File: src/design/lsu_params.svh
`ifndef LSU_PARAMS_SVH
`define LSU_PARAMS_SVH

// data and address width in bits.
`define LSU_XLEN 32

// first byte address of the sram window.
// keep it aligned to the window size.
`define LSU_MEM_BASE 32'h8000_0000

// sram depth in words, a power of two.
`define LSU_MEM_WORDS 256

`endif

File: src/design/lsu_pkg.sv
`include "lsu_params.svh"

package lsu_pkg;

    typedef logic [`LSU_XLEN-1:0]   word_t;
    typedef logic [`LSU_XLEN-1:0]   addr_t;
    typedef logic [`LSU_XLEN/8-1:0] strb_t;
    typedef logic [1:0]             axi_resp_t;

    localparam axi_resp_t RESP_OKAY   = 2'b00;
    localparam axi_resp_t RESP_SLVERR = 2'b10;

    // access width of a load or store.
    typedef enum logic [1:0] {
        SZ_BYTE = 2'd0,
        SZ_HALF = 2'd1,
        SZ_WORD = 2'd2
    } mem_size_t;

    typedef enum logic [2:0] {
        ST_IDLE,
        ST_RD_ADDR,
        ST_RD_DATA,
        ST_WR_REQ,
        ST_WR_RESP
    } lsu_state_t;

endpackage

File: src/design/lsu_load_extract.sv
`include "lsu_params.svh"

module lsu_load_extract
    import lsu_pkg::*;
(
    input  mem_size_t  size,
    input  logic [1:0] offset,
    input  logic       is_signed,
    input  word_t      rdata,
    output word_t      load_value
);

    word_t shifted;
    logic  fill_b;
    logic  fill_h;

    // bring the addressed lane down to bit zero.
    assign shifted = rdata >> {offset, 3'b000};

    assign fill_b = is_signed & shifted[7];
    assign fill_h = is_signed & shifted[15];

    always_comb begin
        case (size)
            SZ_BYTE: load_value = {{(`LSU_XLEN-8){fill_b}}, shifted[7:0]};
            SZ_HALF: load_value = {{(`LSU_XLEN-16){fill_h}}, shifted[15:0]};
            SZ_WORD: load_value = shifted;
            default: load_value = shifted;
        endcase
    end

    always_comb begin
        a_size_known: assert (size inside {SZ_BYTE, SZ_HALF, SZ_WORD})
            else $error("load size %0d has no encoding", size);
    end

endmodule

File: config.mk
export PLATFORM = sky130hd
export DESIGN_NAME = lsu_load_extract
export DESIGN_NICKNAME = d
export VERILOG_FILES = /design/src/design/lsu_pkg.sv /design/src/design/lsu_load_extract.sv
export VERILOG_INCLUDE_DIRS = /design/src /design/src/design
export SDC_FILE = /design/constraint.sdc
export NUM_CORES = 1
export LEC_CHECK = 0
export BUFFER_PORTS_ARGS = -buffer_cell sky130_fd_sc_hd__buf_4
export CELL_PAD_IN_SITES_DETAIL_PLACEMENT = 0
export CELL_PAD_IN_SITES_GLOBAL_PLACEMENT = 1
export CORE_ASPECT_RATIO = 1.75
export CORE_MARGIN = 10
export CORE_UTILIZATION = 24
export DETAILED_ROUTE_END_ITERATION = 10
export GPL_ROUTABILITY_DRIVEN = 0
export PLACE_DENSITY = 0.81
export SLEW_MARGIN = 0
export SYNTH_ARGS = -nofsm -noshare
export SYNTH_HDL_FRONTEND = slang
export SYNTH_SLANG_ARGS = --single-unit
File: constraint.sdc
create_clock -name vclk -period 1
set_input_delay 0.05 -clock vclk [all_inputs]
set_output_delay 0.05 -clock vclk [all_outputs]
set_load 0.01 [all_outputs]
* Word-level counts from Yosys, hierarchy flattened
Cells that the tools add are included. Widths: inputs -> output; s select.
Word-level totals: register bits 0, bits in latches 0, memory bits (writable) 0, ROM bits 0, output and inout bits 32, memories 0
Operators by class: $add $sub $neg 0, multipliers 0, div/mod/pow operators 0, order comparisons 0, equal/unequal tests 1, shifts and indexed selects 1, multiplexer cells 1, bitwise gates (word level) 2, reduce and logical (&&, ||, !) cells 1
Operator list (number):
- $pmux 32 s2 | 1
- $shr 32x5->32 | 1
- $and 1x1->1 | 2
- $eq 2x1->1 const B | 1
- $logic_not 2->1 | 1

* Logic depth before layout (Yosys ltp)
depth after elaboration 3, depth in mapped cells 6

* Worst setup path before layout
Ideal clock, no wire load.
path type input -> output, from input port offset[1], to output port load_value[11], data arrival time 0.987 ns, data required time 0.950 ns, path slack -0.037 ns, stages 5, buffers on the path 2, cells stage by stage buf_6 -> buf_6 -> mux2i_1 -> or2_2 -> a21boi_0
On the way: word-level cells in the longest chain between the ends 3
Ends and longest elaborated chain:
- start, declared | RTL line lsu_load_extract.sv:7 | input logic [1:0] offset,
- $shr 32x5->32 (*) | RTL line lsu_load_extract.sv:18 | assign shifted = rdata >> {offset, 3'b000};
- $and 1x1->1 | RTL line lsu_load_extract.sv:20 | assign fill_b = is_signed & shifted[7];
- $pmux 32 s2 (*) | RTL line lsu_load_extract.sv:24 | case (size)
- end, declared | RTL line lsu_load_extract.sv:10 | output word_t load_value
Every way passes the cells marked *; elsewhere a longest branch is shown, timed or not.

* Final worst setup path
from input port offset[1], to output port load_value[20]
On the way: word-level cells in the longest chain between the ends 3, elaborated cells on any way between the ends 4, classes of those cells shift: 1; mux: 1; bitwise: 2
Ends and longest elaborated chain (RTL line):
- $shr 32x5->32 (*) | lsu_load_extract.sv:18
- $and 1x1->1 (on tied branches) | lsu_load_extract.sv:21, lsu_load_extract.sv:20
- $pmux 32 s2 (*) | lsu_load_extract.sv:24
Marked as above.

==> metrics <==
Total Wirelength 4130 um; Max Freq 891 MHz; PortBufs 69; synth unique cells 28; HPWL Detailed 3280 um; Via density 5.07; Vias 1165; yosys warns 0; total die area 0.00618 mm^2; Finished Core Util 54.6%; clock buffer count 0; outcome finished, violations left; P&R area growth vs syn 117%; critical path's most frequent cell buf_12; worst hold-check path type primary input to output pin; Syn Std Cell Area 808 um^2; CP max FO 16; max capacitance violation total 0; std cell rows 27; final worst-path cycle share 112%; pre-CTS WS -0.206 ns; Worst setup EP type output pin; seq_cells 0; dominant cells by area after synthesis mux2i_1 (20%), a21oi_1 (9.3%), o2bb2ai_1 (8.7%); placed cell count 227; Hold Vio Cnt, Final 0; Slowest-stage cell, CP mux2_4; GRT overflow 0; Cell Pwr Density 563 mW/mm^2; chip height 96.8 um; routed len/inst 18.0 um; area leader, netlist mux2i_1; final slew viol count 0; initial DRC count 10; Seq/Total Area, Yosys 0%; layout cells sized above 1 75.9%; Setup WS post-layout -0.123 ns; CP max stage delay 0.32 ns; register area 0 um^2; CP arrival 1.07 ns; Initial Util 25.2%; vias in the first global route 1240; peak supply drop 247 uV; I/O pins 69; Hold Slack 0.419 ns; initial antenna violation count 0; worst setup path endpoint load_value[20]; Final Non-Filler Cells 230; cts hold-fix bufs 0; relative slew slack 81.5%; Detail Route Antenna Nets 0; Synth Net Count 143; Critical Path RT 0.95 ns; unrepaired setup endpoints after global routing true; Core Box Area 0.00321 mm^2; number of setup violations in the final report 24; Tmin final 1.12 ns; TritonRoute pass-1 iters 3; drc violations 0; Crit. Startpoint offset[1]; Mean Syn Cell Area 7.63 um^2; worst path cell trace buf_12 > mux2_4 > o221ai_4 > buf_12 > o22ai_1 > buf_4; global-route wire length before repair 6380 um; Die W 63.9 um; largest net degree at the start of global routing 19; gr usage total 12.0%; Worst Max-Slew Pin Slew 0.277 ns; ANT cells 0; Post-Syn Instances 106; failing checks negative setup slack; area share of the largest cell type after synthesis 19.8%; Power, Total 987 uW; Pleak 0.000781 uW; critical path startpoint category primary input; fin nets 226; Setup Crit Path Kind primary input to output pin
cells by family (layout without fill, tap and decap cells):
family	count (synthesis)	in the layout	synth area share (%)
AOI/OAI and AO/OA	49	49	45.4
and+or+nand+nor	27	27	20.0
muxes	18	18	23.4
buffers and inverters	11	92	10.2
xor gates and xnor gates	1	1	1.08
cells in the mapped netlist:
library cell / instances
o221ai_2: 1
mux2i_2: 1
o221ai_4: 1
xor2_1: 1
o22ai_2: 2
or2_1: 2
nand2b_1: 2
mux2_4: 1
o22ai_1: 6
nor2_2: 1
mux2i_1: 16
nor2_1: 2
or2_2: 6
and2b_1: 1
o21a_1: 1
a211oi_1: 7
a21boi_0: 7
nand3b_1: 1
o2bb2ai_1: 8
buf_1: 1
nor2b_1: 9
clkbuf_1: 2
a21oi_1: 15
o21ai_0: 1
and2_1: 1
nand2_1: 2
buf_2: 3
buf_6: 5
layout by cell type (no fill, tap or decap), types with 4 or more instances in the layout:
master     synthesis  final
o2bb2ai_1          8      7
a21boi_2           0      7
buf_6              5      6
buf_12             0      4
a211oi_2           0      6
mux2i_2            1      4
nor2b_2            0      5
mux2i_1           16     11
a21oi_1           15      8
buf_4              0     80
a21oi_2            0      7
o22ai_1            6      6
report_power, final:
group / internal [uW] / leakage (uW) / switching, uW
clock: 0 / 0 / 0
combinational: 547 / 0.000781 / 440
sequential: 0 / 0 / 0
worst max-delay path, delay by kind of cell:
family                 cells  cell delay [ns]
buffers and inverters      3             0.45
AO/OA/AOI/OAI              2             0.25
multiplexers               1             0.32
worst min path at each step:
stage | start | end | slack, ns | cells past startpoint
after floorplan | rdata[24] | load_value[24] | 0.24 | 1
after global placement | rdata[28] | load_value[28] | 0.41 | 3
after detailed placement | rdata[28] | load_value[28] | 0.42 | 3
after CTS | rdata[26] | load_value[26] | 0.42 | 3
after global routing | rdata[26] | load_value[26] | 0.44 | 3
final | rdata[26] | load_value[26] | 0.42 | 3
per-stage QoR:
stage	setup TNS, ns	cell area, um^2
floorplan	-0.126	812
detailed placement	-4.20	1490
global route	-3.26	1750
global placement	-3.03	1490
finish	-2.01	1750
CTS	-2.06	1680
routing by layer:
metal	track usage [%]	wire (um)	up-vias
met5	0	0	-
met4	0.672	54	0
met3	1.96	230	6
met2	23.9	2320	41
met1	12.9	1530	550
li1	-	-	568
layout make-up:
type                       instances  area, um^2
timing repair buffer              92         791
multi-input combinational         95         908
tap                               43        53.8
fill                             296        1460
repair_timing:
item | in CTS | in global routing
setup buffers | 2 | 0
setup endpoints to repair | 30 | 31
gates cloned | 1 | 0
resized for setup | 42 | 20
pin swaps | 6 | 1
No activity file was read; power rests on OpenSTA's default activity.
