==> config.mk <==
export PLATFORM = sky130hd
export DESIGN_NAME = lsu_store_align
export DESIGN_NICKNAME = d
export VERILOG_FILES = /design/src/design/lsu_pkg.sv /design/src/design/lsu_store_align.sv
export VERILOG_INCLUDE_DIRS = /design/src /design/src/design
export SDC_FILE = /design/constraint.sdc
export NUM_CORES = 1
export LEC_CHECK = 0
export BUFFER_PORTS_ARGS = -buffer_cell sky130_fd_sc_hd__buf_2
export CAP_MARGIN = 0
export CORE_MARGIN = 4
export CORE_UTILIZATION = 33
export DETAILED_ROUTE_END_ITERATION = 10
export GPL_ROUTABILITY_DRIVEN = 0
export PLACE_DENSITY_LB_ADDON = 0.05
export SYNTH_ARGS = -nofsm -noshare
export SYNTH_HDL_FRONTEND = slang
export SYNTH_SLANG_ARGS = --single-unit
==> constraint.sdc <==
create_clock -name vclk -period 0.95
set_clock_uncertainty 0.05 [all_clocks]
set_input_delay 0.19 -clock vclk [all_inputs]
set_output_delay 0.19 -clock vclk [all_outputs]
set_load 0.02 [all_outputs]
==> src/design/lsu_params.svh <==
`ifndef LSU_PARAMS_SVH
`define LSU_PARAMS_SVH

// data and address width in bits.
`define LSU_XLEN 32

// first byte address of the sram window.
// keep it aligned to the window size.
`define LSU_MEM_BASE 32'h8000_0000

// sram depth in words, a power of two.
`define LSU_MEM_WORDS 256

`endif

==> src/design/lsu_pkg.sv <==
`include "lsu_params.svh"

package lsu_pkg;

    typedef logic [`LSU_XLEN-1:0]   word_t;
    typedef logic [`LSU_XLEN-1:0]   addr_t;
    typedef logic [`LSU_XLEN/8-1:0] strb_t;
    typedef logic [1:0]             axi_resp_t;

    localparam axi_resp_t RESP_OKAY   = 2'b00;
    localparam axi_resp_t RESP_SLVERR = 2'b10;

    // access width of a load or store.
    typedef enum logic [1:0] {
        SZ_BYTE = 2'd0,
        SZ_HALF = 2'd1,
        SZ_WORD = 2'd2
    } mem_size_t;

    typedef enum logic [2:0] {
        ST_IDLE,
        ST_RD_ADDR,
        ST_RD_DATA,
        ST_WR_REQ,
        ST_WR_RESP
    } lsu_state_t;

endpackage

==> src/design/lsu_store_align.sv <==
module lsu_store_align
    import lsu_pkg::*;
(
    input  mem_size_t  size,
    input  logic [1:0] offset,
    input  word_t      wdata,
    output word_t      wdata_aligned,
    output strb_t      wstrb
);

    strb_t base_strb;

    // move the low bytes up into their lane.
    assign wdata_aligned = wdata << {offset, 3'b000};

    always_comb begin
        case (size)
            SZ_BYTE: base_strb = strb_t'(4'b0001);
            SZ_HALF: base_strb = strb_t'(4'b0011);
            SZ_WORD: base_strb = strb_t'(4'b1111);
            default: base_strb = '0;
        endcase
    end

    assign wstrb = base_strb << offset;

endmodule

==> results of run 1 <==
-- logic make-up after synthesis --
| logic type | share of synthesized area |
|---|---|
| compound gates | 0.1380 |
| fa+ha+maj | 0.03780 |
| buf+inv | 0.1342 |
| mux | 0.4991 |
| simple gates | 0.1909 |
-- metrics by stage --
stage                     setup TNS, ps  utilization  area [sq um]
after detailed placement         -14480       0.9003          1639
after global placement           -13230       0.9003          1639
after floorplan                   -4337            -          1144
-- cell usage after synthesis (all sizes together) --
cell / number
and2: 8
nor2b: 4
o21ai: 1
o2bb2ai: 8
clkbuf: 1
nor2: 9
buf: 7
nor3: 1
inv: 1
ha: 2
mux2i: 33
a21o: 1
o31a: 1
==> results.toml, run 1 <==
[status]
outcome = "aborted with a tool error"
failed_stage = "clock tree synthesis (4_1_cts)"
stop_error = "[ERROR DPL-0038] Utilization greater than 100%, impossible to legalize"

[yosys]
syn_nets = 115
ys_types = 16
seq_area_frac_synth = 0
netlist_instances = 77
synth_area_per_cell_sq_um = 8.596
synth.area.top_cells = "mux2i_1, o2bb2ai_1, and2_1, buf_6, nor2_1"
yosys.area.top_type_share = 0.4991
yosysTopAreaCell = "mux2i_1"
ys_warn_count = 0
synthesis.area_sq_um = 661.9

[die]
initial_core_util = 0.3636
io_pins = 72
rows = 15
die_y_microns = 52.79
die_w_microns = 52.79

[placed_design]
dpl.cell_count = 191
dpl.hpwl_mm = 2.624
place_ws_ps = -464.7
io_buffers = 72

[clock_tree]
ctsResizeCount = 131
holdBufCountCts = 0
post_cts_buffers = 10
==> run 2: changes to the inputs <==
- CORE_AREA: not set -> 4 4 65 67
- CORE_MARGIN: 4 -> not set
- CORE_UTILIZATION: 33 -> not set
- DIE_AREA: not set -> 0 0 69 71
- PLACE_DENSITY_LB_ADDON: 0.05 -> 0.15
- clock period: 0.95 -> 1.2 ns (I/O delays scaled with it)
==> results.toml, run 2 <==
[finish]
seq_cells = 0
final_cells = 211
ff_latch_area_sq_um = 0
num-clock-buffers = 0
antenna_cells = 0
fillCellCount = 340
nets = 203
multi_input_area_sq_um = 823.3
syn2layout_area_growth_pct = 172.0
final_core_util = 0.4955
drive_gt1_frac = 0.8405
final_cell_mix = "buf_2, buf_6, buf_4"
layout_commonest_cell = "buf_2"
stdcell_area_sq_um = 1800

[yosys]
yosys.cell_count.top_type = "mux2i_1"
yosys.area.top_type_share = 0.4991
synth.area.top_cells = "mux2i_1, o2bb2ai_1, and2_1, buf_6, nor2_1"
ys_types = 16
ys_warn_count = 0
synthesis.area_sq_um = 661.9
synth_area_per_cell_sq_um = 8.596
yosysTopAreaCell = "mux2i_1"
synth_commonest_cells = "mux2i_1, and2_1, nor2_1, o2bb2ai_1"
seq_area_frac_synth = 0
netlist_instances = 77
syn_nets = 115

[setup_path]
cp-startpoint = "size[1]"
critPathKind = "input pin to primary output"
cp.arrival_ps = 1080
cp-start-kind = "input pin"
worstPathMaxFanout = 2
cp-end-kind = "primary output"
critPathRequiredTime_ps = 910

[grt]
grt_max_degree = 9
use_met2 = 0.2225
grt_pass1_wl_mm = 4.567
grt_usage = 0.1101
use_met1 = 0.1254
gr-usage-met3 = 0.02131
grt_overflow = 0
grt_pass1_vias = 960
antenna_found_initial = 0
top_usage_layer = "met2"

[pwr]
peakVddDrop_v = 0.0001694
p_leak_uw = 0.0008346
p_total_uw = 832.6
power.density_nw_per_um2 = 462.4

[die]
io_pins = 72
initial_core_util = 0.1822
rows = 22
die_area_sq_um = 4899
die_y_microns = 71
die_w_microns = 69
core_sq_um = 3633

[sta]
drv_slew = 0
fin_crit_ps = 1371
fmax_ghz = 0.7296
hold_viol_final = 0
setup_violations = 30
whs_ps = 773.5
setup_slack_ps = -170.6
slew_headroom = 0.8416
rsz0062_at_grt = "true"
tightest_slew_ps = 237.1
period_share = 1.142

[detailed_routing]
dr.pass1.iters = 2
vias = 950
routedWlPerCell_microns = 14.57
drc = 0
vias_per_cell = 4.502
antenna_left = 0
drt_wl_total_mm = 3.074
drtIter0Drc = 18

[status]
violations = "setup timing"
outcome = "finished, violations left"

[placed_design]
io_buffers = 72
dpl.hpwl_mm = 2.147
dpl.cell_count = 202
place_area_sq_um = 1140

[worst_hold_path]
hp-class = "input pin to primary output"
hold_depth = 3
hold-path-endpoint = "wdata_aligned[17]"
min-delay-start = "wdata[9]"

[run]
maxCapViolations = 0

[clock_tree]
holdBufCountCts = 0
==> run 2: area by class of cell <==
cell class                      instances  area share
Tap cell                               48     0.03336
Inverter                                1    0.003475
Timing Repair Buffer                   94      0.5059
Multi-Input combinational cell         68      0.4573
==> run 2: stage by stage <==
stage	TNS, ps	setup WS (ps)
after floorplan	-1137	-81.56
after global placement	-5953	-217.5
after detailed placement	-6711	-240.2
after CTS	-2532	-134.2
after global routing	-3489	-239.9
final	-2388	-170.6
==> run 2: per-layer routing <==
metal / vias to the layer above / share of wire
met4: 0 / 0
met3: 0 / 0.069
met5: - / 0
met2: 46 / 0.54
met1: 443 / 0.39
li1: 461 / -
==> run 2: kinds of logic after synthesis <==
kind of cell,synth area share
adders and majority gates,0.03780
buffers and inverters,0.1342
muxes,0.4991
AOI/OAI and AO/OA,0.1380
and+or+nand+nor,0.1909
==> run 2: repair_timing <==
item / in CTS / in global routing
setup endpoints to repair: 36 / 35
cloned: 4 / 0
resized for setup: 81 / 48
pin swaps: 13 / 15
buffers inserted: 2 / 3
hold endpoints to repair: 0 / 0
==> run 2: worst max-delay path by stage <==
stage                                   end  slack, ps  cells past startpoint
after floorplan           wdata_aligned[25]        -80                      4
after global placement    wdata_aligned[15]       -220                      5
after detailed placement  wdata_aligned[11]       -240                      5
after CTS                          wstrb[2]       -130                      5
after global routing               wstrb[1]       -240                      5
final                              wstrb[1]       -170                      5
==> run 2: power breakdown <==
group	switching (uW)	internal, uW	leakage (uW)
clock network	0	0	0
logic	381	451	0.000835
registers	0	0	0
total	381	451	0.000835
==> run 2: critical path, stage by stage <==
cell	delay, ps
buf_6	110
ha_4	240
mux2i_1	170
nor2b_2	200
buf_6	130
Note: power is estimated with default switching activity, not from simulation.
==> run 3: changes to the inputs <==
- clock period: 1.2 -> 1.6 ns (I/O delays scaled with it)
==> results.toml, run 3 (synthesized netlist as in run 2, its figures left out) <==
[sta]
fin_crit_ps = 1564
whs_ps = 945.9
rsz0062_at_grt = "true"
slew_headroom = 0.8659
setup_violations = 0
period_share = 0.9776
tightest_slew_ps = 195.6
hold_viol_final = 0
drv_slew = 0
fmax_ghz = 0.6393

[worst_hold_path]
hp-class = "input pin to primary output"

[finish]
nets = 189
antenna_cells = 0
drive_gt1_frac = 0.5973
seq_cells = 0
syn2layout_area_growth_pct = 72.78
layout_commonest_cell = "buf_2"
num-clock-buffers = 0
ff_latch_area_sq_um = 0
final_cell_mix = "buf_2, mux2i_1, and2_1, nor2_1, o2bb2ai_1"
final_core_util = 0.3147

[pwr]
p_seq_frac = 0
cell_internal_pwr_uw = 176.0
pwr-share-comb = 1.000
power.density_nw_per_um2 = 348.5
p_clk_frac = 0
switching_power_uw = 222.5
peakVddDrop_v = 0.0001274
switching_share = 0.5583
p_leak_uw = 0.0006470

[setup_path]
cp-end-kind = "primary output"
cp-start-kind = "input pin"
worstPathMaxFanout = 9
cp.arrival_ps = 1190
critPathRequiredTime_ps = 1230
critPathKind = "input pin to primary output"

[grt]
use_met1 = 0.1153
grt_pass1_wl_mm = 4.043
grt_usage = 0.09486
grt_pass1_vias = 874
antenna_found_initial = 0
top_usage_layer = "met2"
use_met2 = 0.1822
grt_overflow = 0
gr-usage-met3 = 0.01847
grt_max_degree = 14

[detailed_routing]
dr.pass1.iters = 4
vias = 847
routedWlPerCell_microns = 12.57
drtIter0Drc = 8
drc = 0
vias_per_cell = 4.299
antenna_left = 0
drt_wl_total_mm = 2.477

[die]
die_w_microns = 69
die_area_sq_um = 4899
io_pins = 72
die_y_microns = 71
rows = 22
core_sq_um = 3633
initial_core_util = 0.1822

[clock_tree]
post_cts_buffers = 0
holdBufCountCts = 0

[run]
maxCapViolations = 0

[placed_design]
io_buffers = 72
dpl.hpwl_mm = 2.055

[status]
outcome = "finished clean"
run 3: critical path: stages:
cell	delay (ps)
buf_2	160
buf_4	200
nor2b_1	80
o31a_1	270
buf_2	160
run 3: cell type report:
type,instances,area [sq um]
fillers,393,2490
inverters,1,3.754
multi-input cells,68,615.6
well taps,48,60.06
repair buffers,80,464.2
run 3: metrics by stage:
stage / TNS, ps / total power [uW] / instance area [sq um] / std cells / setup slack [ps]
detailed placement: -6.961 / 382.5 / 1095 / 197 / -6.961
finish: 0 / 398.5 / 1144 / 197 / 35.77
floorplan: 0 / 236.7 / 661.9 / 77 / 96.60
global route: -49.92 / 433.1 / 1144 / 197 / -38.55
CTS: 0 / 385.2 / 1097 / 197 / 4.450
global placement: 0 / 374.3 / 1095 / 197 / 46.27
run 3: power groups by stage:
stage,registers [uW],logic [uW],clock network [uW]
after floorplan,0,237,0
after global placement,0,374,0
after detailed placement,0,383,0
after CTS,0,385,0
after global routing,0,433,0
final,0,398,0
run 3: per-layer routing:
| layer | vias up | share of wire |
|---|---|---|
| li1 | 425 | - |
| met1 | 378 | 0.41 |
| met2 | 44 | 0.51 |
| met3 | 0 | 0.084 |
| met4 | 0 | 0 |
| met5 | - | 0 |
run 3: worst paths after layout:
path / from / to / slack, ps / depth (start not counted)
worst min-delay path: wdata[11] / wdata_aligned[19] / 950 / 3
worst max-delay path: offset[1] / wstrb[2] / 40 / 5
run 3: what timing repair did:
| item | 4_1_cts | 5_1_grt |
|---|---|---|
| resized for setup | 1 | 9 |
| setup endpoints to repair | 1 | 7 |
| pin swaps | 0 | 1 |
| endpoints found under the hold margin | 0 | 0 |
