<file path="config.mk">
export PLATFORM = sky130hd
export DESIGN_NAME = lsu_ctrl_flat
export DESIGN_NICKNAME = d
export VERILOG_FILES = /design/src/design/lsu_pkg.sv /design/src/design/axi_mem_if.sv /design/src/design/lsu_ctrl.sv /design/src/flat_wrapper.sv
export VERILOG_INCLUDE_DIRS = /design/src /design/src/design
export SDC_FILE = /design/constraint.sdc
export NUM_CORES = 1
export LEC_CHECK = 0
export ABC_AREA = 1
export BUFFER_PORTS_ARGS = -buffer_cell sky130_fd_sc_hd__clkbuf_2
export CAP_MARGIN = 20
export CORE_ASPECT_RATIO = 0.75
export CORE_MARGIN = 3
export CORE_UTILIZATION = 25
export CTS_CLUSTER_SIZE = 30
export DETAILED_ROUTE_END_ITERATION = 10
export GPL_TIMING_DRIVEN = 0
export PLACE_DENSITY = 0.64
export REMOVE_ABC_BUFFERS = 1
export SLEW_MARGIN = 25
export SYNTH_ARGS = -nofsm -noshare
export SYNTH_HDL_FRONTEND = slang
export SYNTH_SLANG_ARGS = --single-unit
</file>
<file path="constraint.sdc">
create_clock -name clk -period 3.2 [get_ports clk]
set_clock_uncertainty 0.1 [all_clocks]
set_input_delay 0.48 -clock clk [delete_from_list [all_inputs] [get_ports clk]]
set_output_delay 0.48 -clock clk [all_outputs]
set_load 0.01 [all_outputs]
</file>
<file path="src/design/lsu_params.svh">
`ifndef LSU_PARAMS_SVH
`define LSU_PARAMS_SVH

// data and address width in bits.
`define LSU_XLEN 32

// first byte address of the sram window.
// keep it aligned to the window size.
`define LSU_MEM_BASE 32'h8000_0000

// sram depth in words, a power of two.
`define LSU_MEM_WORDS 256

`endif

</file>
<file path="src/design/lsu_pkg.sv">
`include "lsu_params.svh"

package lsu_pkg;

    typedef logic [`LSU_XLEN-1:0]   word_t;
    typedef logic [`LSU_XLEN-1:0]   addr_t;
    typedef logic [`LSU_XLEN/8-1:0] strb_t;
    typedef logic [1:0]             axi_resp_t;

    localparam axi_resp_t RESP_OKAY   = 2'b00;
    localparam axi_resp_t RESP_SLVERR = 2'b10;

    // access width of a load or store.
    typedef enum logic [1:0] {
        SZ_BYTE = 2'd0,
        SZ_HALF = 2'd1,
        SZ_WORD = 2'd2
    } mem_size_t;

    typedef enum logic [2:0] {
        ST_IDLE,
        ST_RD_ADDR,
        ST_RD_DATA,
        ST_WR_REQ,
        ST_WR_RESP
    } lsu_state_t;

endpackage

</file>
<file path="src/design/axi_mem_if.sv">
interface axi_mem_if
    import lsu_pkg::*;
();

    // write address and data.
    logic      awvalid;
    logic      awready;
    addr_t     awaddr;
    logic      wvalid;
    logic      wready;
    word_t     wdata;
    strb_t     wstrb;

    // write response.
    logic      bvalid;
    logic      bready;
    axi_resp_t bresp;

    // read address and data.
    logic      arvalid;
    logic      arready;
    addr_t     araddr;
    logic      rvalid;
    logic      rready;
    word_t     rdata;
    axi_resp_t rresp;

    modport master (
        output awvalid, awaddr, wvalid, wdata, wstrb, bready, arvalid, araddr, rready,
        input  awready, wready, bvalid, bresp, arready, rvalid, rdata, rresp
    );

    modport slave (
        input  awvalid, awaddr, wvalid, wdata, wstrb, bready, arvalid, araddr, rready,
        output awready, wready, bvalid, bresp, arready, rvalid, rdata, rresp
    );

endinterface

</file>
<file path="src/design/lsu_ctrl.sv">
module lsu_ctrl
    import lsu_pkg::*;
(
    input  logic       clk,
    input  logic       rst,
    input  logic       req_valid,
    input  logic       req_write,
    input  mem_size_t  req_size,
    input  logic       req_signed,
    input  addr_t      req_addr,
    input  word_t      req_wdata,
    output logic       busy,
    output logic       resp_valid,
    output word_t      resp_rdata,
    output logic       resp_fault,
    output mem_size_t  size_q,
    output logic [1:0] offset_q,
    output word_t      wdata_q,
    input  word_t      wdata_aligned,
    input  strb_t      wstrb,
    output logic       signed_q,
    input  word_t      load_value,
    axi_mem_if.master  axi
);

    lsu_state_t state;
    addr_t      addr_q;
    logic       awvalid_q;
    logic       wvalid_q;
    logic       aw_done;
    logic       w_done;

    assign busy     = (state != ST_IDLE);
    assign offset_q = addr_q[1:0];

    // read channels.
    assign axi.arvalid = (state == ST_RD_ADDR);
    assign axi.araddr  = addr_q;
    assign axi.rready  = (state == ST_RD_DATA);

    // write channels; data comes back already aligned.
    assign axi.awvalid = awvalid_q;
    assign axi.awaddr  = addr_q;
    assign axi.wvalid  = wvalid_q;
    assign axi.wdata   = wdata_aligned;
    assign axi.wstrb   = wstrb;
    assign axi.bready  = (state == ST_WR_RESP);

    // aw and w may complete in different cycles.
    assign aw_done = !awvalid_q || axi.awready;
    assign w_done  = !wvalid_q || axi.wready;

    always_ff @(posedge clk) begin
        if (state == ST_IDLE && req_valid) begin
            addr_q  <= req_addr;
            wdata_q <= req_wdata;
        end
    end

    always_ff @(posedge clk or posedge rst) begin
        if (rst) begin
            state      <= ST_IDLE;
            awvalid_q  <= 1'b0;
            wvalid_q   <= 1'b0;
            size_q     <= SZ_WORD;
            signed_q   <= 1'b0;
            resp_valid <= 1'b0;
            resp_rdata <= '0;
            resp_fault <= 1'b0;
        end else begin
            resp_valid <= 1'b0;
            case (state)
                ST_IDLE: begin
                    if (req_valid) begin
                        size_q   <= req_size;
                        signed_q <= req_signed;
                        if (req_write) begin
                            awvalid_q <= 1'b1;
                            wvalid_q  <= 1'b1;
                            state     <= ST_WR_REQ;
                        end else begin
                            state <= ST_RD_ADDR;
                        end
                    end
                end
                ST_RD_ADDR: begin
                    if (axi.arready) begin
                        state <= ST_RD_DATA;
                    end
                end
                ST_RD_DATA: begin
                    if (axi.rvalid) begin
                        resp_valid <= 1'b1;
                        resp_rdata <= load_value;
                        resp_fault <= (axi.rresp != RESP_OKAY);
                        state      <= ST_IDLE;
                    end
                end
                ST_WR_REQ: begin
                    if (axi.awready) begin
                        awvalid_q <= 1'b0;
                    end
                    if (axi.wready) begin
                        wvalid_q <= 1'b0;
                    end
                    if (aw_done && w_done) begin
                        state <= ST_WR_RESP;
                    end
                end
                ST_WR_RESP: begin
                    if (axi.bvalid) begin
                        resp_valid <= 1'b1;
                        resp_rdata <= '0;
                        resp_fault <= (axi.bresp != RESP_OKAY);
                        state      <= ST_IDLE;
                    end
                end
                default: begin
                    state <= ST_IDLE;
                end
            endcase
        end
    end

    // write valids hold until the slave takes them.
    a_awvalid_hold: assert property (@(posedge clk) disable iff (rst)
        axi.awvalid && !axi.awready |=> axi.awvalid);
    a_wvalid_hold: assert property (@(posedge clk) disable iff (rst)
        axi.wvalid && !axi.wready |=> axi.wvalid);

    a_resp_pulse: assert property (@(posedge clk) disable iff (rst)
        resp_valid |=> !resp_valid);

endmodule

</file>
<file path="src/flat_wrapper.sv">
// flat-port wrapper written by rule: the top's interface ports become plain ports
module lsu_ctrl_flat import lsu_pkg::*;
  (clk, rst, req_valid, req_write, req_size, req_signed, req_addr, req_wdata, busy, resp_valid, resp_rdata, resp_fault, size_q, offset_q, wdata_q, wdata_aligned, wstrb, signed_q, load_value, axi_awvalid, axi_awaddr, axi_wvalid, axi_wdata, axi_wstrb, axi_bready, axi_arvalid, axi_araddr, axi_rready, axi_awready, axi_wready, axi_bvalid, axi_bresp, axi_arready, axi_rvalid, axi_rdata, axi_rresp);
  axi_mem_if axi_i ();
  input  logic clk;
  input  logic rst;
  input  logic req_valid;
  input  logic req_write;
  input  mem_size_t req_size;
  input  logic req_signed;
  input  addr_t req_addr;
  input  word_t req_wdata;
  output logic busy;
  output logic resp_valid;
  output word_t resp_rdata;
  output logic resp_fault;
  output mem_size_t size_q;
  output logic [1:0] offset_q;
  output word_t wdata_q;
  input  word_t wdata_aligned;
  input  strb_t wstrb;
  output logic signed_q;
  input  word_t load_value;
  output wire logic [$bits(axi_i.awvalid)-1:0] axi_awvalid;
  output wire logic [$bits(axi_i.awaddr)-1:0] axi_awaddr;
  output wire logic [$bits(axi_i.wvalid)-1:0] axi_wvalid;
  output wire logic [$bits(axi_i.wdata)-1:0] axi_wdata;
  output wire logic [$bits(axi_i.wstrb)-1:0] axi_wstrb;
  output wire logic [$bits(axi_i.bready)-1:0] axi_bready;
  output wire logic [$bits(axi_i.arvalid)-1:0] axi_arvalid;
  output wire logic [$bits(axi_i.araddr)-1:0] axi_araddr;
  output wire logic [$bits(axi_i.rready)-1:0] axi_rready;
  input wire logic [$bits(axi_i.awready)-1:0] axi_awready;
  input wire logic [$bits(axi_i.wready)-1:0] axi_wready;
  input wire logic [$bits(axi_i.bvalid)-1:0] axi_bvalid;
  input wire logic [$bits(axi_i.bresp)-1:0] axi_bresp;
  input wire logic [$bits(axi_i.arready)-1:0] axi_arready;
  input wire logic [$bits(axi_i.rvalid)-1:0] axi_rvalid;
  input wire logic [$bits(axi_i.rdata)-1:0] axi_rdata;
  input wire logic [$bits(axi_i.rresp)-1:0] axi_rresp;
  assign axi_awvalid = axi_i.awvalid;
  assign axi_awaddr = axi_i.awaddr;
  assign axi_wvalid = axi_i.wvalid;
  assign axi_wdata = axi_i.wdata;
  assign axi_wstrb = axi_i.wstrb;
  assign axi_bready = axi_i.bready;
  assign axi_arvalid = axi_i.arvalid;
  assign axi_araddr = axi_i.araddr;
  assign axi_rready = axi_i.rready;
  assign axi_i.awready = axi_awready;
  assign axi_i.wready = axi_wready;
  assign axi_i.bvalid = axi_bvalid;
  assign axi_i.bresp = axi_bresp;
  assign axi_i.arready = axi_arready;
  assign axi_i.rvalid = axi_rvalid;
  assign axi_i.rdata = axi_rdata;
  assign axi_i.rresp = axi_rresp;
  lsu_ctrl u_core (.clk(clk), .rst(rst), .req_valid(req_valid), .req_write(req_write), .req_size(req_size), .req_signed(req_signed), .req_addr(req_addr), .req_wdata(req_wdata), .busy(busy), .resp_valid(resp_valid), .resp_rdata(resp_rdata), .resp_fault(resp_fault), .size_q(size_q), .offset_q(offset_q), .wdata_q(wdata_q), .wdata_aligned(wdata_aligned), .wstrb(wstrb), .signed_q(signed_q), .load_value(load_value), .axi(axi_i));
endmodule
</file>
---- Word-level counts from Yosys, hierarchy flattened ----
Cells that the tools add are included.
storage, ports and cells
  bits in registers ....................... 106
  input bits .............................. 180
  output and inout port bits .............. 177
  logic and storage cells ................. 61
operators by class
  equal/unequal tests ..................... 12
  multiplexer cells ....................... 22
  reduce and logical (&&, ||, !) cells .... 17
operator list
  cell                                                    count
  two-way mux 32 bit                                      2
  one-hot mux 32 bit (2 select lines)                     1
  two-way mux 3 bit                                       5
  one-hot mux 3 bit (5 select lines)                      1
  two-way mux 1 bit                                       8
  inequality test 2 x 1 -> 1 bit (second input constant)  4
  inequality test 2 bit (second input constant)           4
  one-hot mux 1 bit (2 select lines)                      4
  AND reduction 4 bit                                     2
  nonzero test 2 bit                                      4
  equality test 3 x 2 -> 1 bit (second input constant)    2
  AND reduction 5 bit                                     1
  equality test 3 x 1 -> 1 bit (second input constant)    1
  equality test 3 bit (second input constant)             1
  zero test 3 bit                                         1
  AND reduction 3 bit                                     1
  nonzero test 3 bit                                      1
  logical AND 1 bit                                       2
  zero test 1 bit                                         2
  logical OR 1 bit                                        2
  two-way mux 2 bit                                       1
  AND reduction 2 bit                                     1

---- Depth between registers and ports, before layout ----
  depth after elaboration ................. 5
  depth in mapped cells ................... 8
  mapped depth without buffers ............ 8

---- Worst setup path before layout ----
Ideal clock, no wire load.
  path type ............................... register to register
  start ................................... register u_core.state[0]
  end ..................................... register u_core.addr_q[0] (netlist: u_core.axi.araddr[0]) (enable)
  setup time .............................. 0.420 ns
  data arrival time ....................... 2.115 ns
  required time ........................... 2.680 ns
  path slack .............................. 0.565 ns
  stages on the path, launching flop included .. 4
  buffers on the path ..................... 0
  period minus slack after synthesis ...... 2.635 ns
  cells stage by stage .................... dfrtp_1 nor2_4 nand3_1 inv_1
between the ends
  word-level cells in the longest chain between the ends .. 2
RTL lines
  item                      RTL line        source
  start: declaration        lsu_ctrl.sv:26  lsu_state_t state;
  start signal: assignment  lsu_ctrl.sv:62  state <= ST_IDLE;
  start signal: assignment  lsu_ctrl.sv:80  state <= ST_WR_REQ;
  start signal: assignment  lsu_ctrl.sv:82  state <= ST_RD_ADDR;
  zero test 3 bit           lsu_ctrl.sv:54  if (state == ST_IDLE && req_valid) begin
  logical AND 1 bit         lsu_ctrl.sv:54
  end signal: assignment    lsu_ctrl.sv:55  addr_q <= req_addr;
  end: declaration          lsu_ctrl.sv:27  addr_t addr_q;
No other way between the ends.
A chain may end at the register's enable or synchronous reset.

---- Worst setup path in the final report ----
  start ................................... register u_core.state[0]
  end ..................................... register u_core.resp_rdata[7]
between the ends
  word-level cells in the longest chain between the ends .. 3
  elaborated cells on any way between the ends .. 7
  those cells by class .................... eq/ne (4); mux (1); reduce/logical (2)
RTL lines
  item                                                                                   RTL line        source
  equality test 3 x 2 -> 1 bit or equality test 3 bit (tied branches)                    lsu_ctrl.sv:72  case (state)
  inequality test 2 x 1 -> 1 bit (no source line) or nonzero test 2 bit (tied branches)  --
  AND reduction 3 bit (no source line)                                                   --
  end signal: assignment                                                                 lsu_ctrl.sv:94  resp_rdata <= load_value;
  end: declaration                                                                       lsu_ctrl.sv:14  output word_t resp_rdata,
Parallel ways exist; a longest one is shown, timed or not.

==> qor.yml <==
tritoncts: "yes"
grt_max_degree: 60
finalNonFillerCells: 776
multiInputGateArea_sq_um: 841
synth_area_sq_um: 4510
syn-instance-count: 351
cap_viol_max_count: 0
initial_core_util_pct: 26.1
finish.net_count: 715
residual_antenna_violating_net_count_after_detailed_routing: 0
yosysTopAreaCellShare_pct: 42.6
yosys_register_bits: 106
whs_path_depth: 1
seqCellArea_sq_um: 2970
routed_wirelength_microns: 12800
wire_length_of_the_first_global_routing_pass_microns: 18200
power_leakage_nw: 2.85
max-slew-margin-rel_pct: 51.4
grt_antenna_before_repair: 0
synth-seq-area-share_pct: 66.0
place.detailed.instances: 759
grt-ovfl-total: 0
routed_via_density: 4.15
grt_pass1_vias: 3101
end_kind: "flip-flop"
grt_setup_unrepaired: "no"
yosysTopAreaCell: "edfxtp_1"
core_area_sq_um: 17200
final_hold_viol_count: 0
routed-via-count: 3221
cts-buffers-inserted: 9
data_arrival_critical_path_ps: 2610
io_pins: 357
rows: 41
floorplan_die_area_sq_um: 19700
dp_hpwl_microns: 9870
grtUsageTotal_pct: 12.5
postCtsResizedCells: 0
clk_pin_slew_ps: 80
yosys_warnings: 0
period_share_pct: 75.6
routed_wire_length_per_instance_microns: 16.5
drt_iter0_drc: 116
period_minus_slack_ps: 2420
critical_path.max_fanout: 35
peakVddDrop_mv: 0.302
ys_top_cells_by_area: "edfxtp_1, dfrtp_1, buf_4, nand3_2, nand3_1"
reg2reg_depth: 7
postSynthAreaPerCell_sq_um: 12.8
setup_violations: 0
synth.distinct_cells: 21
post_route_drc: 0
worst_skew_pair.late_latency_ps: 340
asyncSetResetFlopFracSynth_pct: 39.6
worstHoldPathType: "in -> reg"
yosysMostFrequentCell: "buf_4"
max_clock_freq_ghz: 0.413
outcome: "finished clean"
final_weighted_congestion_of_routability_driven_global_placement: 0.789
fillCellCount: 1762
power.density_cell_area_nw_per_um2: 851
flow.area_growth_from_synthesis_pct: 28.2
synth_top_flop_cell: "edfxtp_1"
clock_tree.buffer_depth: 2
setup.worst_path.class: "reg -> reg"
cts-htree-levels: 3
fp.dieH_microns: 122
worst-slew-pin-transition_ps: 727
drive_gt1_share_pct: 57.2
critPathRequiredTime_ps: 3390
die_w_microns: 161
num_antenna_cells: 0
port_buffers: 252
synth.top_cells.by_count: "buf_4, edfxtp_1, nand2_1"
post_cts_buffers: 0
synth-edff-count: 64
worstSetupStartpointType: "flip-flop"
timing.final.max_slew_violations: 0
clock-sinks: 106
power_mw: 4.92
drt-pass1-iter-count: 4
cts-root-buf: "clkbuf_16"
cell type report:
cell class	count	area share, %
sequential	106	51.5
clock inverter	7	1.13
inverter	15	1.02
timing repair buffer	255	22.8
tap	236	5.11
clock buffer	9	3.90
multi-input combinational	148	14.6
kinds of logic (layout without fill, tap and decap cells):
| logic type | count (synthesis) | in the layout | synth area share, % |
|---|---|---|---|
| simple gates | 141 | 141 | 17.7 |
| flops | 106 | 106 | 66.0 |
| compound gates | 7 | 7 | 0.944 |
| buf+inv | 97 | 286 | 15.4 |
cells in the final DEF (no fill, tap or decap), types with 2 or more instances in the layout:
master,Yosys,final
clkbuf_16,0,9
inv_8,0,3
o21ai_0,3,3
clkbuf_2,0,252
dfrtp_1,41,41
nand3_2,28,28
inv_1,13,11
nand2_4,3,3
nand2_1,56,56
nor2_1,7,7
o21bai_1,2,2
inv_2,2,3
edfxtp_1,64,64
inv_6,0,2
nand3_1,44,44
what timing repair did:
action                                  4_1_cts  5_1_grt
endpoints found under the setup margin        0        0
hold endpoints to repair                      4        0
hold buffers                                  1        0
sequential cells by signal, indices dropped and copies added (netlist names):
signal / flops
u_core.axi.araddr: 32
u_core.wdata_q: 32
u_core.signed_q: 1
u_core.resp_valid: 1
u_core.resp_fault: 1
u_core.axi.wvalid: 1
u_core.state: 3
u_core.size_q: 2
u_core.axi.awvalid: 1
u_core.resp_rdata: 32
report_power, final:
part	total, mW	internal (mW)	switching (mW)	leakage (nW)
logic	1.65	0.628	1.02	1.59
registers	2.19	1.95	0.240	1.12
clock network	1.08	0.550	0.529	0.146
total	4.92	3.13	1.79	2.85
worst max-delay path, cell delays in order, from the launching register on:
cell     delay [ps]
dfrtp_1         470
nor2_4          210
nand2_4         330
inv_2           190
nand2_4         250
nand2_4         530
nand3_1         150
nand2_1         100
worst paths after layout:
check,startpoint,slack [ps],end
worst max register to register,u_core.state[0],780,u_core.resp_rdata[7]
min in group asynchronous,rst,560,u_core.resp_rdata[21]
worst min-delay path,req_wdata[4],200,u_core.wdata_q[4]
max in group asynchronous,rst,1960,u_core.resp_rdata[27]
worst min register to register,u_core.size_q[1],390,u_core.size_q[1]
worst max-delay path,u_core.state[0],780,u_core.resp_rdata[7]
through the flow:
step | setup TNS, ps | hold WS (ps) | utilization [%] | area [sq um] | worst slack, ps
after floorplan | 0 | 374 | - | 3870 | 565
after global placement | -2990 | 359 | 31.5 | 5430 | -55.1
after detailed placement | 0 | 368 | 31.8 | 5480 | 741
after CTS | 0 | 176 | 33.5 | 5780 | 723
after global routing | 0 | 175 | 33.5 | 5780 | 549
final | 0 | 203 | 33.5 | 5780 | 781
per-layer routing:
metal / global-route usage, % / routed length, microns
met5: 2.53 / 39
met4: 4.14 / 156
met3: 9.72 / 2130
met2: 17.3 / 5570
met1: 14.5 / 4880
(Power assumes the default switching activity.)
